===== src/design/streamer_mem_pkg.sv =====
// Memory port types
package streamer_mem_pkg;

  // Word address and data widths of the shared port
  localparam int unsigned AddrW = 16;
  localparam int unsigned DataW = 32;

  // Request from the streamer towards memory
  typedef struct packed {
    logic             req;
    // High for a store
    logic             wen;
    logic [AddrW-1:0] addr;
    logic [DataW-1:0] wdata;
  } mem_req_t;

  // Grant and in-order read response
  typedef struct packed {
    logic             gnt;
    logic             r_valid;
    logic [DataW-1:0] r_data;
  } mem_rsp_t;

endpackage : streamer_mem_pkg


===== src/design/streamer_cfg_pkg.sv =====
// Streamer job configuration
package streamer_cfg_pkg;

  import streamer_mem_pkg::*;

  // Stream length in words
  localparam int unsigned LenW = 12;

  // One strided stream
  typedef struct packed {
    logic [AddrW-1:0] base;
    logic [AddrW-1:0] stride;
    logic [LenW-1:0]  len;
  } stream_cfg_t;

  // Complete job for both loads and the store
  typedef struct packed {
    stream_cfg_t x;
    stream_cfg_t w;
    stream_cfg_t z;
    // Store channel wins over loads when set
    logic        z_priority;
  } streamer_cfg_t;

  // Channel ids on the shared port
  typedef enum logic [1:0] {
    STREAM_X = 2'd0,
    STREAM_W = 2'd1,
    STREAM_Z = 2'd2
  } stream_id_e;

endpackage : streamer_cfg_pkg


===== src/design/stream_fifo.sv =====
// Stream FIFO with slot reservation
module stream_fifo #(
  parameter int unsigned Depth     = 4,
  parameter type         payload_t = logic
) (
  input  logic     clk_i,
  input  logic     arst_n_i,
  input  logic     reserve_i,
  input  logic     push_i,
  input  payload_t data_i,
  output logic     valid_o,
  output payload_t data_o,
  input  logic     ready_i,
  output logic     space_o
);

  localparam int unsigned PtrW = (Depth > 1) ? $clog2(Depth) : 1;
  localparam int unsigned CntW = $clog2(Depth + 1);

  payload_t        mem_q [Depth];
  logic [PtrW-1:0] wr_ptr_q, rd_ptr_q;
  logic [CntW-1:0] count_q, resv_q;
  logic            pop, use_resv;

  assign pop      = valid_o & ready_i;
  // A push lands in a reserved slot if there is one
  assign use_resv = push_i & (resv_q != '0);
  assign valid_o  = (count_q != '0);
  assign data_o   = mem_q[rd_ptr_q];
  // Reserved slots count as occupied
  assign space_o  = (count_q + resv_q) < CntW'(Depth);

  always_ff @(posedge clk_i) begin
    if (push_i) begin
      mem_q[wr_ptr_q] <= data_i;
    end
  end

  always_ff @(posedge clk_i or negedge arst_n_i) begin
    if (!arst_n_i) begin
      wr_ptr_q <= '0;
      rd_ptr_q <= '0;
      count_q  <= '0;
      resv_q   <= '0;
    end else begin
      if (push_i) begin
        wr_ptr_q <= (wr_ptr_q == PtrW'(Depth - 1)) ? '0 : wr_ptr_q + 1'b1;
      end
      if (pop) begin
        rd_ptr_q <= (rd_ptr_q == PtrW'(Depth - 1)) ? '0 : rd_ptr_q + 1'b1;
      end
      case ({push_i, pop})
        2'b10:   count_q <= count_q + 1'b1;
        2'b01:   count_q <= count_q - 1'b1;
        default: count_q <= count_q;
      endcase
      case ({reserve_i, use_resv})
        2'b10:   resv_q <= resv_q + 1'b1;
        2'b01:   resv_q <= resv_q - 1'b1;
        default: resv_q <= resv_q;
      endcase
    end
  end

endmodule : stream_fifo


===== src/design/addr_counter.sv =====
// Strided address counter
module addr_counter
  import streamer_mem_pkg::*;
  import streamer_cfg_pkg::*;
(
  input  logic             clk_i,
  input  logic             arst_n_i,
  input  logic             start_i,
  input  stream_cfg_t      cfg_i,
  input  logic             advance_i,
  output logic [AddrW-1:0] addr_o,
  output logic             active_o,
  output logic             finished_o
);

  logic [AddrW-1:0] addr_q;
  logic [AddrW-1:0] stride_q;
  logic [LenW-1:0]  remaining_q;

  assign addr_o   = addr_q;
  assign active_o = (remaining_q != '0);
  // Not finished while the job fields are still being loaded
  assign finished_o = ~active_o & ~start_i;

  always_ff @(posedge clk_i or negedge arst_n_i) begin
    if (!arst_n_i) begin
      addr_q      <= '0;
      stride_q    <= '0;
      remaining_q <= '0;
    end else if (start_i) begin
      addr_q      <= cfg_i.base;
      stride_q    <= cfg_i.stride;
      remaining_q <= cfg_i.len;
    end else if (advance_i && active_o) begin
      addr_q      <= addr_q + stride_q;
      remaining_q <= remaining_q - 1'b1;
    end
  end

endmodule : addr_counter


===== src/design/mem_arbiter.sv =====
// Memory port arbiter
module mem_arbiter
  import streamer_mem_pkg::*;
  import streamer_cfg_pkg::*;
#(
  parameter int unsigned MaxOutstanding = 4
) (
  input  logic             clk_i,
  input  logic             arst_n_i,
  input  logic             z_priority_i,
  input  logic             x_req_i,
  input  logic             w_req_i,
  input  logic             z_req_i,
  input  logic [AddrW-1:0] x_addr_i,
  input  logic [AddrW-1:0] w_addr_i,
  input  logic [AddrW-1:0] z_addr_i,
  input  logic [DataW-1:0] z_wdata_i,
  output logic             x_gnt_o,
  output logic             w_gnt_o,
  output logic             z_gnt_o,
  output logic             x_fill_o,
  output logic             w_fill_o,
  output logic [DataW-1:0] r_data_o,
  output logic             idle_o,
  output mem_req_t         mem_req_o,
  input  mem_rsp_t         mem_rsp_i
);

  localparam int unsigned PtrW = (MaxOutstanding > 1) ? $clog2(MaxOutstanding) : 1;
  localparam int unsigned CntW = $clog2(MaxOutstanding + 1);

  // Ids of reads still waiting for their response
  stream_id_e      id_q [MaxOutstanding];
  logic [PtrW-1:0] wr_ptr_q, rd_ptr_q;
  logic [CntW-1:0] count_q;
  logic            q_full, x_ok, w_ok;
  logic            x_sel, w_sel, z_sel;
  logic            lock_q, push_id, pop_id;
  stream_id_e      lock_id_q, win_id, head_id;

  assign q_full = (count_q == CntW'(MaxOutstanding));
  assign x_ok   = x_req_i & ~q_full;
  assign w_ok   = w_req_i & ~q_full;

  // Fixed priority; a request left waiting for gnt keeps the port
  always_comb begin
    x_sel = 1'b0;
    w_sel = 1'b0;
    z_sel = 1'b0;
    if (lock_q) begin
      x_sel = (lock_id_q == STREAM_X);
      w_sel = (lock_id_q == STREAM_W);
      z_sel = (lock_id_q == STREAM_Z);
    end else if (z_priority_i && z_req_i) begin
      z_sel = 1'b1;
    end else if (x_ok) begin
      x_sel = 1'b1;
    end else if (w_ok) begin
      w_sel = 1'b1;
    end else begin
      z_sel = z_req_i;
    end
  end

  assign win_id = x_sel ? STREAM_X : (w_sel ? STREAM_W : STREAM_Z);

  assign mem_req_o.req   = x_sel | w_sel | z_sel;
  assign mem_req_o.wen   = z_sel;
  assign mem_req_o.addr  = x_sel ? x_addr_i : (w_sel ? w_addr_i : z_addr_i);
  assign mem_req_o.wdata = z_wdata_i;

  assign x_gnt_o = x_sel & mem_rsp_i.gnt;
  assign w_gnt_o = w_sel & mem_rsp_i.gnt;
  assign z_gnt_o = z_sel & mem_rsp_i.gnt;

  // Responses come back in grant order
  assign push_id  = x_gnt_o | w_gnt_o;
  assign pop_id   = mem_rsp_i.r_valid;
  assign head_id  = id_q[rd_ptr_q];
  assign x_fill_o = pop_id & (head_id == STREAM_X);
  assign w_fill_o = pop_id & (head_id == STREAM_W);
  assign r_data_o = mem_rsp_i.r_data;
  assign idle_o   = (count_q == '0);

  always_ff @(posedge clk_i) begin
    if (push_id) begin
      id_q[wr_ptr_q] <= win_id;
    end
  end

  always_ff @(posedge clk_i or negedge arst_n_i) begin
    if (!arst_n_i) begin
      wr_ptr_q  <= '0;
      rd_ptr_q  <= '0;
      count_q   <= '0;
      lock_q    <= 1'b0;
      lock_id_q <= STREAM_X;
    end else begin
      lock_q    <= mem_req_o.req & ~mem_rsp_i.gnt;
      lock_id_q <= win_id;
      if (push_id) begin
        wr_ptr_q <= (wr_ptr_q == PtrW'(MaxOutstanding - 1)) ? '0 : wr_ptr_q + 1'b1;
      end
      if (pop_id) begin
        rd_ptr_q <= (rd_ptr_q == PtrW'(MaxOutstanding - 1)) ? '0 : rd_ptr_q + 1'b1;
      end
      case ({push_id, pop_id})
        2'b10:   count_q <= count_q + 1'b1;
        2'b01:   count_q <= count_q - 1'b1;
        default: count_q <= count_q;
      endcase
    end
  end

endmodule : mem_arbiter


===== src/design/streamer_ctrl_fsm.sv =====
// Streamer job control
module streamer_ctrl_fsm (
  input  logic clk_i,
  input  logic arst_n_i,
  input  logic start_i,
  input  logic all_finished_i,
  output logic start_o,
  output logic busy_o,
  output logic done_o
);

  typedef enum logic [1:0] {
    IDLE,
    RUN,
    DONE
  } state_e;

  state_e state_q, state_d;
  logic   start_q;

  always_comb begin
    state_d = state_q;
    case (state_q)
      IDLE: begin
        if (start_i) begin
          state_d = RUN;
        end
      end
      RUN: begin
        if (all_finished_i) begin
          state_d = DONE;
        end
      end
      // Single cycle to flag completion
      DONE:    state_d = IDLE;
      default: state_d = IDLE;
    endcase
  end

  always_ff @(posedge clk_i or negedge arst_n_i) begin
    if (!arst_n_i) begin
      state_q <= IDLE;
      start_q <= 1'b0;
    end else begin
      state_q <= state_d;
      // Starts outside IDLE are dropped
      start_q <= (state_q == IDLE) & start_i;
    end
  end

  assign start_o = start_q;
  assign busy_o  = (state_q == RUN);
  assign done_o  = (state_q == DONE);

endmodule : streamer_ctrl_fsm


===== src/design/streamer_top.sv =====
// Matrix streamer top level
module streamer_top
  import streamer_mem_pkg::*;
  import streamer_cfg_pkg::*;
#(
  parameter int unsigned LoadFifoDepth  = 4,
  parameter int unsigned StoreFifoDepth = 2,
  parameter int unsigned MaxOutstanding = 4
) (
  input  logic             clk_i,
  input  logic             arst_n_i,
  input  logic             start_i,
  input  streamer_cfg_t    cfg_i,
  output logic             busy_o,
  output logic             done_o,
  output logic             x_valid_o,
  output logic [DataW-1:0] x_data_o,
  input  logic             x_ready_i,
  output logic             w_valid_o,
  output logic [DataW-1:0] w_data_o,
  input  logic             w_ready_i,
  input  logic             z_valid_i,
  input  logic [DataW-1:0] z_data_i,
  output logic             z_ready_o,
  output mem_req_t         mem_req_o,
  input  mem_rsp_t         mem_rsp_i
);

  logic             job_start, all_finished, arb_idle;
  logic [AddrW-1:0] x_addr, w_addr, z_addr;
  logic             x_active, w_active, z_active;
  logic             x_fin, w_fin, z_fin;
  logic             x_space, w_space, z_space;
  logic             x_gnt, w_gnt, z_gnt, x_fill, w_fill;
  logic [DataW-1:0] r_data, z_wdata;
  logic             z_fifo_valid, z_push;

  assign all_finished = x_fin & w_fin & z_fin & arb_idle;

  // Z words are taken only while the job still has writes to issue
  assign z_ready_o = z_space & z_active;
  assign z_push    = z_valid_i & z_ready_o;

  streamer_ctrl_fsm u_ctrl (
    .clk_i, .arst_n_i, .start_i,
    .all_finished_i ( all_finished ),
    .start_o        ( job_start    ),
    .busy_o, .done_o
  );

  addr_counter u_x_cnt (
    .clk_i, .arst_n_i, .start_i ( job_start ), .cfg_i ( cfg_i.x ),
    .advance_i ( x_gnt ), .addr_o ( x_addr ), .active_o ( x_active ), .finished_o ( x_fin )
  );

  addr_counter u_w_cnt (
    .clk_i, .arst_n_i, .start_i ( job_start ), .cfg_i ( cfg_i.w ),
    .advance_i ( w_gnt ), .addr_o ( w_addr ), .active_o ( w_active ), .finished_o ( w_fin )
  );

  addr_counter u_z_cnt (
    .clk_i, .arst_n_i, .start_i ( job_start ), .cfg_i ( cfg_i.z ),
    .advance_i ( z_gnt ), .addr_o ( z_addr ), .active_o ( z_active ), .finished_o ( z_fin )
  );

  // Load FIFOs reserve a slot on grant and fill on response
  stream_fifo #(.Depth(LoadFifoDepth), .payload_t(logic [DataW-1:0])) u_x_fifo (
    .clk_i, .arst_n_i, .reserve_i ( x_gnt ), .push_i ( x_fill ), .data_i ( r_data ),
    .valid_o ( x_valid_o ), .data_o ( x_data_o ), .ready_i ( x_ready_i ), .space_o ( x_space )
  );

  stream_fifo #(.Depth(LoadFifoDepth), .payload_t(logic [DataW-1:0])) u_w_fifo (
    .clk_i, .arst_n_i, .reserve_i ( w_gnt ), .push_i ( w_fill ), .data_i ( r_data ),
    .valid_o ( w_valid_o ), .data_o ( w_data_o ), .ready_i ( w_ready_i ), .space_o ( w_space )
  );

  stream_fifo #(.Depth(StoreFifoDepth), .payload_t(logic [DataW-1:0])) u_z_fifo (
    .clk_i, .arst_n_i, .reserve_i ( 1'b0 ), .push_i ( z_push ), .data_i ( z_data_i ),
    .valid_o ( z_fifo_valid ), .data_o ( z_wdata ), .ready_i ( z_gnt ), .space_o ( z_space )
  );

  mem_arbiter #(.MaxOutstanding(MaxOutstanding)) u_arb (
    .clk_i, .arst_n_i,
    .z_priority_i ( cfg_i.z_priority      ),
    .x_req_i      ( x_active & x_space    ),
    .w_req_i      ( w_active & w_space    ),
    .z_req_i      ( z_active & z_fifo_valid ),
    .x_addr_i     ( x_addr  ),
    .w_addr_i     ( w_addr  ),
    .z_addr_i     ( z_addr  ),
    .z_wdata_i    ( z_wdata ),
    .x_gnt_o      ( x_gnt   ),
    .w_gnt_o      ( w_gnt   ),
    .z_gnt_o      ( z_gnt   ),
    .x_fill_o     ( x_fill  ),
    .w_fill_o     ( w_fill  ),
    .r_data_o     ( r_data  ),
    .idle_o       ( arb_idle ),
    .mem_req_o, .mem_rsp_i
  );

endmodule : streamer_top


===== config.mk =====
export PLATFORM = sky130hd
export DESIGN_NAME = streamer_top
export DESIGN_NICKNAME = d
export VERILOG_FILES = /design/src/design/streamer_mem_pkg.sv /design/src/design/streamer_cfg_pkg.sv /design/src/design/stream_fifo.sv /design/src/design/addr_counter.sv /design/src/design/mem_arbiter.sv /design/src/design/streamer_ctrl_fsm.sv /design/src/design/streamer_top.sv
export SDC_FILE = /design/constraint.sdc
export NUM_CORES = 1
export LEC_CHECK = 0
export ABC_AREA = 1
export BUFFER_PORTS_ARGS = -buffer_cell sky130_fd_sc_hd__buf_2
export CORE_MARGIN = 2
export CORE_UTILIZATION = 55
export DETAILED_ROUTE_END_ITERATION = 10
export PLACE_DENSITY = 0.81
export SYNTH_ARGS = -nofsm -noshare
export SYNTH_HDL_FRONTEND = slang
export SYNTH_HIERARCHICAL = 1
export SYNTH_SLANG_ARGS = --single-unit

===== constraint.sdc =====
create_clock -name clk_i -period 5.5 [get_ports clk_i]
set_input_delay 0.825 -clock clk_i [delete_from_list [all_inputs] [get_ports clk_i]]
set_output_delay 0.825 -clock clk_i [all_outputs]
set_load 0.05 [all_outputs]

==> flow_summary.yaml, run 1 <==
grt:
  grt_antenna_before_repair: 8
  grt_pass1_wl_um: 95500
  grt_max_degree: 92
  grt_pass1_vias: 19000
  grt_usage_pct: 25.0
  overflow: 0
floorplanning:
  die_x_um: 221
  io_pins: 324
  die-area_um2: 48700
  fp.coreArea_um2: 46500
  die_h_um: 221
  initial_utilization_pct: 55.6
  num_rows: 79
sta:
  timing.fmax_mhz: 240
  rsz0062_at_grt: "false"
  tightest_slew_ns: 1.19
  period_share_pct: 75.9
  max_slew_margin_pct: 20.8
  setup_viol: 0
  skew_ns: 0.0213
  finalHoldViolations: 0
  tns_ns: 0
  fin_crit_ns: 4.18
  maxSlewViolCount: 0
yosys:
  async_reset_ff_share_pct: 34.3
  ys_dominant_reg_cell: "edfxtp_1"
  yosys.area.top_type: "edfxtp_1"
  yosysWarnings: 6
  synth_cell_type_count: 47
  synth_cells: 2822
  ys_seq_area_share_pct: 54.7
  synth_edf_count: 328
  syn-num-nets: 3110
  synthTopCellsByCount: "nand2_1 (979), inv_1 (360), edfxtp_1 (328), nor2_1 (184), dfrtp_1 (171)"
  ys_seq_elements: 499
  synth_area_leaders: "edfxtp_1 (38%), dfrtp_1 (17%), nand2_1 (14%)"
  synth_top_area_share_pct: 38.2
  synth_area_um2: 25800
  synth_most_common_cell: "nand2_1"
  avgSynthCellArea_um2: 9.15
setup_path:
  start_kind: "flip-flop"
  cp.arrival_ns: 3.35
  critPathKind: "reg2out"
  endpoint_kind: "primary output"
  required_ns: 4.68
  crit_fanout: 23
placed_design:
  gp_congestion: 0.911
  hpwl_um: 42400
  numPortBuffers: 323
drt:
  antenna_left: 0
  vias_per_cell: 5.32
  drtIter0Drc: 1489
  drc: 0
  drt-total-wl_um: 61800
  dr.pass1.iters: 5
  vias: 19700
  post_drt_wl_per_cell_um: 16.7
cts:
  cts_resized: 0
  htreeDepth: 2
  cts_buffer_depth: 3
  post-cts-setup-buffers: 0
  cts_sinks: 499
  clk_pin_slew_ns: 0.06
  cts_tree: "built"
  cts_buffers: 51
  cts_hold_buf: 0
  cts-root-buf: "clkbuf_16"
  clk_latency_ns: 0.61
run:
  cap_violations: 0
pwr:
  p_leak_uw: 0.0137
  p_total_uw: 18200
  power_density_nw_per_um2: 626
  ir_drop_uv: 509
final_layout:
  drive_above_1_share_pct: 17.0
  num-fill-cells: 3717
  syn_to_final_growth_pct: 12.3
  num-nets-final: 3344
status:
  status: "finished, final reports clean"
worst_hold_path:
  hp-class: "in2async"
==> critical path, stage by stage, from the launching register on <==
cell and delay (ns):
dfrtp_1 0.38, inv_1 0.13, ha_1 0.20, nand4_1 0.13
nor3_2 0.19, inv_1 0.11, nand2_1 0.12, inv_1 0.08
nand2_1 0.12, nand3b_2 0.14, o21ai_4 0.62, nor2_2 0.15
nand2_1 0.09, buf_2 0.28
==> layout by cell type (no fill, tap or decap), types with 7 or more instances in the layout <==
cell,synthesis,routed
clkbuf_16,0,51
nor2_4,8,8
nand3_1,136,136
o21bai_1,12,12
inv_2,11,11
nor2_2,10,11
dfrtp_1,171,168
inv_1,360,360
xnor2_1,19,19
or2_2,12,12
buf_4,71,16
nand2_2,20,20
clkbuf_1,16,12
a21oi_1,27,27
edfxtp_1,328,328
fa_1,8,8
nor2_1,184,183
clkinv_1,0,7
o21ai_0,35,35
nor3_1,13,13
ha_1,75,75
o211ai_1,137,137
nand2_1,979,979
o21ai_2,18,18
buf_2,45,322
xor2_1,30,30
nand4_1,16,16
==> worst paths after layout <==
path	slack [ns]	cells after the start	endpoint	from
worst min register to register	0.47	2	u_z_fifo/rd_ptr_q$_DFFE_PN0P_	u_z_fifo/rd_ptr_q$_DFFE_PN0P_
worst max-delay path	1.32	13	mem_req_o[49]	u_z_cnt/remaining_q[0]$_DFFE_PN0P_
worst max register to register	1.82	17	u_w_fifo/resv_q[1]$_DFFE_PN0P_	u_z_cnt/remaining_q[0]$_DFFE_PN0P_
max in group asynchronous	4.22	2	u_ctrl/start_o$_DFF_PN0_	arst_n_i
worst min-delay path	0.26	1	u_w_cnt/remaining_q[11]$_DFFE_PN0P_	arst_n_i
min in group clk_i	0.41	1	u_z_fifo/mem_q[1][29]$_DFFE_PP_	z_data_i[29]
==> state kept, by name, summed over array words and instances, names as in the netlist, 3 cells and up <==
name                 flops
u_x_fifo/count_q         3
u_x_cnt/stride_q        16
u_x_fifo/resv_q          3
u_z_cnt/remaining_q     12
u_x_cnt/remaining_q     12
u_z_cnt/stride_q        16
u_w_cnt/addr_o          16
u_w_fifo/count_q         3
u_arb/id_q               8
u_w_fifo/mem_q         128
u_arb/count_q            3
u_x_cnt/addr_o          16
u_z_cnt/addr_o          16
u_w_fifo/resv_q          3
u_z_fifo/mem_q          64
u_w_cnt/stride_q        16
u_w_cnt/remaining_q     12
u_x_fifo/mem_q         128
==> stage by stage <==
step	hold slack (ns)	setup slack [ns]	instances	area (µm²)	utilization [%]
finish	0.260	1.32	3708	29000	62.4
global route	0.317	1.01	3706	29000	62.4
CTS	0.288	1.29	3702	29000	62.4
detailed placement	0.461	1.84	3610	27300	58.7
global placement	0.454	1.94	3610	27300	58.7
floorplan	0.446	2.46	2822	25800	-
==> cell families after synthesis <==
group / Yosys count / synth area share (%)
xor gates and xnor gates: 49 / 1.66
DFF: 499 / 54.7
other: 1 / 0.0145
AOI/OAI and AO/OA: 253 / 7.17
adders and majority gates: 83 / 4.26
buffers and inverters: 531 / 9.62
and+or+nand+nor: 1406 / 22.6
==> where the power goes <==
group	switching (µW)	internal, µW
Clock	1450	2040
Combinational	6580	2540
Sequential	732	4820
Total	8760	9410
==> area by class of cell <==
class                   instances  area [µm²]  share of cell area, %
repair buffers                340        1760                   6.08
clock inverters                26         345                   1.19
flip-flops and latches        499       14100                   48.8
diodes                          6        15.0                 0.0518
inverters                     372        1400                   4.84
well taps                     607         759                   2.62
multi-input cells            1792        9210                   31.8
clock buffers                  66        1360                   4.70
==> per-layer routing <==
| layer | up-vias | GRT usage [%] | wire length (µm) |
|---|---|---|---|
| met2 | 754 | 42.9 | 29900 |
| met3 | 168 | 4.07 | 4530 |
| li1 | 9524 | - | - |
| met1 | 9257 | 30.9 | 24600 |
| met4 | 6 | 12.0 | 2670 |
| met5 | - | 0 | 34 |
Note: power is estimated with default switching activity, not from simulation.
==> run 2, diff against run 1 <==
clock period = 4.29 ns   (was 5.5 ns; I/O delays follow)
==> run 2 against run 1 <==
Effect of this change: sequential share of layout area decreased by 0.092 points; combinational power increased by 28%; worst hold slack lost 0.20 ns; utilization rose by 0.12 points; via count fell by 1.1%; clock skew grew 0.032 ns; cell count grew 0.19%; critical path depth did not move; register-to-register slack worse by 1.1 ns; worst setup slack worse by 1.0 ns; first-iteration DRC count down 1.0%; critical endpoint unchanged.
==> flow_summary.yaml, run 2 (same netlist as run 1, synthesis figures left out) <==
status:
  status: "finished, final reports clean"
placed_design:
  numPortBuffers: 323
  place_area_um2: 27300
  gp_congestion: 0.903
  hpwl_um: 42600
setup_path:
  cp.arrival_ns: 3.35
  required_ns: 3.65
  start_kind: "flip-flop"
  critPathKind: "reg2out"
  reg2reg_slack_ns: 0.76
  crit_fanout: 18
  endpoint_kind: "primary output"
drt:
  wl_met2_um: 29700
  vias_per_cell: 5.24
  drt-total-wl_um: 61500
  m1WireLength_um: 25700
  drc: 0
  dr_wl_met3_um: 3720
  antenna_left: 0
  highest_layer: "met5"
  drtIter0Drc: 1474
  dr.pass1.iters: 7
  vias: 19500
  post_drt_wl_per_cell_um: 16.6
pwr:
  p_clk_share_pct: 19.3
  p_total_uw: 23300
  p_leak_uw: 0.0137
  pwr-share-seq_pct: 30.5
  p_sw_uw: 11200
  netSwitchingFraction_pct: 48.2
  intPower_uw: 12100
  power_density_nw_per_um2: 802
  ir_drop_uv: 878
  combPwrFrac_pct: 50.1
cts:
  clk_pin_slew_ns: 0.06
  htreeDepth: 2
  cts-root-buf: "clkbuf_16"
  cts_buffers: 52
  cts_tree: "built"
  cts_hold_buf: 0
  cts_buffer_depth: 3
  post-cts-setup-buffers: 0
  clk_latency_ns: 0.63
  cts_resized: 0
  cts_sinks: 499
floorplanning:
  initial_utilization_pct: 55.6
  fp.coreArea_um2: 46500
  die_h_um: 221
  die-area_um2: 48700
  num_rows: 79
  io_pins: 324
  die_x_um: 221
final_layout:
  syn_to_final_growth_pct: 12.5
  final_common_cell: "nand2_1"
  num-nets-final: 3351
  stdcell_area_um2: 29100
  drive_above_1_share_pct: 17.2
  final_core_util_pct: 62.5
  final_cell_mix: "nand2_1 (979), inv_1 (360), edfxtp_1 (328), buf_2 (322), nor2_1 (183)"
  largestRegisters: "u_w_fifo/mem_q (128), u_x_fifo/mem_q (128), u_z_fifo/mem_q (64)"
sta:
  finalHoldViolations: 0
  timing.hold.ws_ns: 0.0560
  rsz0062_at_grt: "false"
  maxSlewViolCount: 0
  setup_viol: 0
  timing.fmax_mhz: 250
  tns_ns: 0
  fin_crit_ns: 3.99
  skew_ns: 0.0530
  tightest_slew_ns: 1.28
  max_slew_margin_pct: 14.9
  period_share_pct: 93.1
grt:
  grt_antenna_before_repair: 7
  grt_usage_pct: 25.1
  grt_max_degree: 132
  grt_pass1_wl_um: 96200
  overflow: 0
  grt_pass1_vias: 19000
run:
  cap_violations: 0
worst_hold_path:
  hp-class: "in2async"
## run 2: power by group through the flow
stage | Combinational, µW | Sequential (µW) | Clock (µW)
finish | 11700 | 7110 | 4510
global route | 12900 | 7220 | 4800
CTS | 11700 | 7110 | 4590
detailed placement | 11600 | 7180 | 0
global placement | 11300 | 7130 | 0
floorplan | 9680 | 6710 | 0
## run 2: layout make-up
| type | instances | area [µm²] |
|---|---|---|
| Fill cell | 3800 | 17400 |
| Clock buffer | 69 | 1400 |
| Multi-Input combinational cell | 1792 | 9210 |
| Timing Repair Buffer | 346 | 1810 |
| Inverter | 372 | 1400 |
| Sequential cell | 499 | 14100 |
| Antenna cell | 5 | 12.5 |
| Tap cell | 607 | 759 |
| Clock inverter | 25 | 325 |
## run 2: per-layer routing
| metal | up-vias | GRT usage [%] |
|---|---|---|
| li1 | 9509 | - |
| met1 | 9259 | 31.8 |
| met2 | 579 | 42.7 |
| met3 | 129 | 4.36 |
| met4 | 8 | 10.5 |
| met5 | - | 0 |
## run 2: stage by stage
step / setup slack [ns] / std cells
finish: 0.295 / 3715
detailed placement: 0.745 / 3616
floorplan: 1.40 / 2822
global route: 0.112 / 3712
CTS: 0.270 / 3710
global placement: 0.885 / 3616
## run 2: critical path: stages, from the launching register on
cell	delay [ns]
dfrtp_1	0.37
inv_1	0.12
ha_1	0.21
nand4_1	0.13
nor3_2	0.19
inv_1	0.11
nand2_1	0.13
inv_1	0.09
nand2_1	0.11
nand3_2	0.12
o21ai_4	0.58
nor2_2	0.17
nand2_1	0.16
buf_2	0.28
## run 2: final timing paths
kind / startpoint / endpoint / depth (start not counted)
max reg2reg: u_z_cnt/remaining_q[0]$_DFFE_PN0P_ / u_x_fifo/resv_q[1]$_DFFE_PN0P_ / 17
max: u_z_cnt/remaining_q[0]$_DFFE_PN0P_ / mem_req_o[49] / 13
min in group clk_i: z_data_i[0] / u_z_fifo/mem_q[0][0]$_DFFE_PP_ / 1
max in group asynchronous: arst_n_i / u_arb/count_q[0]$_DFFE_PN0P_ / 2
min: arst_n_i / u_w_cnt/stride_q[9]$_DFFE_PN0P_ / 1
min reg2reg: u_w_cnt/stride_q[11]$_DFFE_PN0P_ / u_w_cnt/stride_q[11]$_DFFE_PN0P_ / 2
==> run 3, diff against run 2 <==
ABC_AREA = not set   (was 1)
PLACE_DENSITY = 0.82   (was 0.81)
==> run 3 against run 2 <==
Effect of this change: die area decreased by 7.7%; power is 5.1% lower; largest power group unchanged; utilization increased by 1.4 points; cell count down 30%; via count fell by 22%; non-clock buffer count increased by 6; maximum frequency down 4.5%; first-iteration DRC count fell by 10%; routed wire length fell by 9.0%; clock skew down 0.025 ns; synthesized cell count decreased by 39%; clock-buffer cell count down 11.
==> flow_summary.yaml, run 3 <==
yosys:
  synthXorXnorAreaFrac_pct: 3.17
  async_reset_ff_share_pct: 34.3
  synth_compound_area_share_pct: 8.24
  synth_edf_count: 328
  synth_cells: 1720
  synth_area_um2: 23800
  avgSynthCellArea_um2: 13.8
  synth_cell_type_count: 72
  syn-num-nets: 2008
  ys_seq_area_share_pct: 59.4
  yosys.area.top_type: "edfxtp_1"
  yosys.area_share.simple_pct: 7.68
  synth_fa_ha_area_share_pct: 4.62
  synth.area.mux_share_pct: 11.4
  synthTopCellsByCount: "edfxtp_1 (328), dfrtp_1 (171), nand2_1 (121), mux2_2 (84), inv_1 (83)"
  yosysWarnings: 6
  synth_area_leaders: "edfxtp_1 (41%), dfrtp_1 (18%), mux4_2 (5.5%)"
  synth_top_family_by_area: "multiplexers"
  ys_dominant_reg_cell: "edfxtp_1"
  synth_top_area_share_pct: 41.4
  synth_most_common_cell: "edfxtp_1"
  ys_seq_elements: 499
placed_design:
  gp_congestion: 0.891
  numPortBuffers: 323
  post-place-ws_ns: 0.178
  dp.cells: 2512
  hpwl_um: 36400
grt:
  use_met2_pct: 42.7
  grt_usage_pct: 24.6
  overflow: 0
  grt_max_degree: 105
  grt_pass1_vias: 15300
  grt_antenna_before_repair: 3
  gr-max-usage-layer: "met2"
  use_met3_pct: 5.47
  grt_pass1_wl_um: 84800
  use_met1_pct: 30.5
cts:
  cts-root-buf: "clkbuf_16"
  htreeDepth: 2
  cts_buffer_depth: 3
  clk_latency_ns: 0.61
  cts_tree: "built"
  cts_hold_buf: 0
  cts_sinks: 499
  clk_pin_slew_ns: 0.07
  cts_buffers: 51
setup_path:
  worstPathCellList: "inv_2, ha_1, or4b_2, or3_1, and2_4, a21oi_4, a32oi_4, clkbuf_16, o221ai_2, buf_4"
  critPathKind: "reg2out"
  critPathBufInv: 3
  r2r_cells: 15
  reg2reg_from: "u_z_cnt/remaining_q[0]$_DFFE_PN0P_"
  worstSetupPathDepth: 10
  cp_slowest_stage_delay_ns: 0.64
  required_ns: 3.65
  r2r-end: "u_w_cnt/remaining_q[5]$_DFFE_PN0P_"
  startpoint: "u_z_cnt/remaining_q[0]$_DFFE_PN0P_"
  crit_fanout: 8
  start_kind: "flip-flop"
  endpoint: "mem_req_o[42]"
  cpMaxStageDelayCell: "or4b_2"
  cp_top_family: "simple AND/OR/NAND/NOR gates"
  cp.arrival_ns: 3.54
  reg2reg_slack_ns: 0.40
  endpoint_kind: "primary output"
worst_hold_path:
  hp-class: "in2async"
final_layout:
  syn_to_final_growth_pct: 15.3
  drive_above_1_share_pct: 31.8
  num-nets-final: 2276
  final_cell_mix: "edfxtp_1 (328), buf_2 (305), dfrtp_1 (168), nand2_1 (121), mux2_2 (84)"
  final_common_cell: "edfxtp_1"
  largestRegisters: "u_w_fifo/mem_q (128), u_x_fifo/mem_q (128), u_z_fifo/mem_q (64)"
  instances_no_fill: 2615
drt:
  drt-total-wl_um: 56000
  vias: 15200
  vias_per_cell: 5.80
  post_drt_wl_per_cell_um: 21.4
  dr.pass1.iters: 6
  antenna_left: 0
  drtIter0Drc: 1325
  drc: 0
pwr:
  p_total_uw: 22100
  ir_drop_uv: 1030
  power_density_nw_per_um2: 806
  p_leak_uw: 0.0109
run:
  cap_violations: 0
floorplanning:
  io_pins: 324
  die_h_um: 212
  die-area_um2: 44900
  num_rows: 76
  fp.coreArea_um2: 42900
  die_x_um: 212
  initial_utilization_pct: 55.5
sta:
  setup_viol: 0
  max_slew_margin_pct: 28.7
  fin_crit_ns: 4.18
  period_share_pct: 97.5
  maxSlewViolCount: 0
  finalHoldViolations: 0
  setup_slack_ns: 0.107
  tns_ns: 0
  tightest_slew_ns: 1.07
  skew_ns: 0.0278
  timing.fmax_mhz: 239
status:
  status: "finished, final reports clean"
[run 3: cell types whose count changed after synthesis, moves of 29 or more]
cell	change
mux4_2	+58
xnor2_1	+29
nand2_1	-858
buf_2	-34
inv_1	-277
mux2_2	+84
o211ai_1	-128
nor2_1	-110
nand3_1	-116
a21oi_1	+44
o21ai_0	+36
[run 3: worst min-delay path by stage]
stage / start / endpoint / slack, ns / cells past startpoint
floorplan: arst_n_i / u_arb/count_q[0]$_DFFE_PN0P_ / 0.35 / 0
global placement: u_z_fifo/wr_ptr_q$_DFFE_PN0P_ / u_z_fifo/wr_ptr_q$_DFFE_PN0P_ / 0.49 / 1
detailed placement: u_x_cnt/stride_q[4]$_DFFE_PN0P_ / u_x_cnt/stride_q[4]$_DFFE_PN0P_ / 0.51 / 1
CTS: arst_n_i / u_x_cnt/stride_q[6]$_DFFE_PN0P_ / 0.05 / 1
global route: arst_n_i / u_w_cnt/addr_o[11]$_DFFE_PN0P_ / 0.08 / 1
finish: arst_n_i / u_x_cnt/stride_q[6]$_DFFE_PN0P_ / 0.05 / 1
[run 3: cell type report]
class / count / area (µm²)
inverter: 83 / 312
clock buffer: 58 / 1330
timing repair buffer: 352 / 1970
tap: 585 / 732
fill: 3025 / 15500
sequential: 499 / 14100
antenna: 1 / 2.50
clock inverter: 36 / 443
multi-input combinational: 1001 / 8510
[run 3: cells by family (layout without fill, tap and decap cells)]
logic type                 Yosys count  in the layout
buffers and inverters              221            529
and+or+nand+nor                    361            361
other                                1              2
muxes                              174            174
adders and majority gates           83             83
AOI/OAI and AO/OA                  295            296
DFF                                499            499
xor gates and xnor gates            86             86
[run 3: worst reg2reg max path: stages, from the launching register on]
cell	delay [ns]
dfrtp_1	0.41
inv_2	0.10
ha_1	0.14
or4b_2	0.64
or3_1	0.36
and2_4	0.19
a21oi_4	0.22
a32oi_4	0.21
buf_4	0.19
nor2b_1	0.13
buf_4	0.17
o31ai_4	0.08
nor4b_2	0.49
nor2b_1	0.22
xnor2_1	0.13
o21ai_1	0.08
[run 3: through the flow]
stage / util (%) / cell area (µm²) / hold slack, ns
final: 64.0 / 27400 / 0.0501
after global routing: 64.0 / 27400 / 0.0782
after CTS: 63.6 / 27300 / 0.0512
after detailed placement: 59.2 / 25400 / 0.507
after global placement: 59.2 / 25400 / 0.489
after floorplan: - / 23800 / 0.348
[run 3: power breakdown]
group          internal (µW)  leakage [µW]  switching, µW
Clock                   2690      0.000860           1950
Combinational           3610       0.00493           6670
Sequential              6300       0.00509            890
Total                  12600        0.0109           9510
[run 3: repair_timing]
item | in CTS | in global routing
setup buffers | 1 | 4
cloned | 0 | 3
pin swaps | 1 | 3
resized for setup | 35 | 30
endpoints found under the setup margin | 17 | 17
[run 3: metal layers]
layer	share of wire, %	wire (µm)
met5	0.073	41
met4	3.5	1950
met3	7.4	4120
met2	50	27900
met1	39	21900
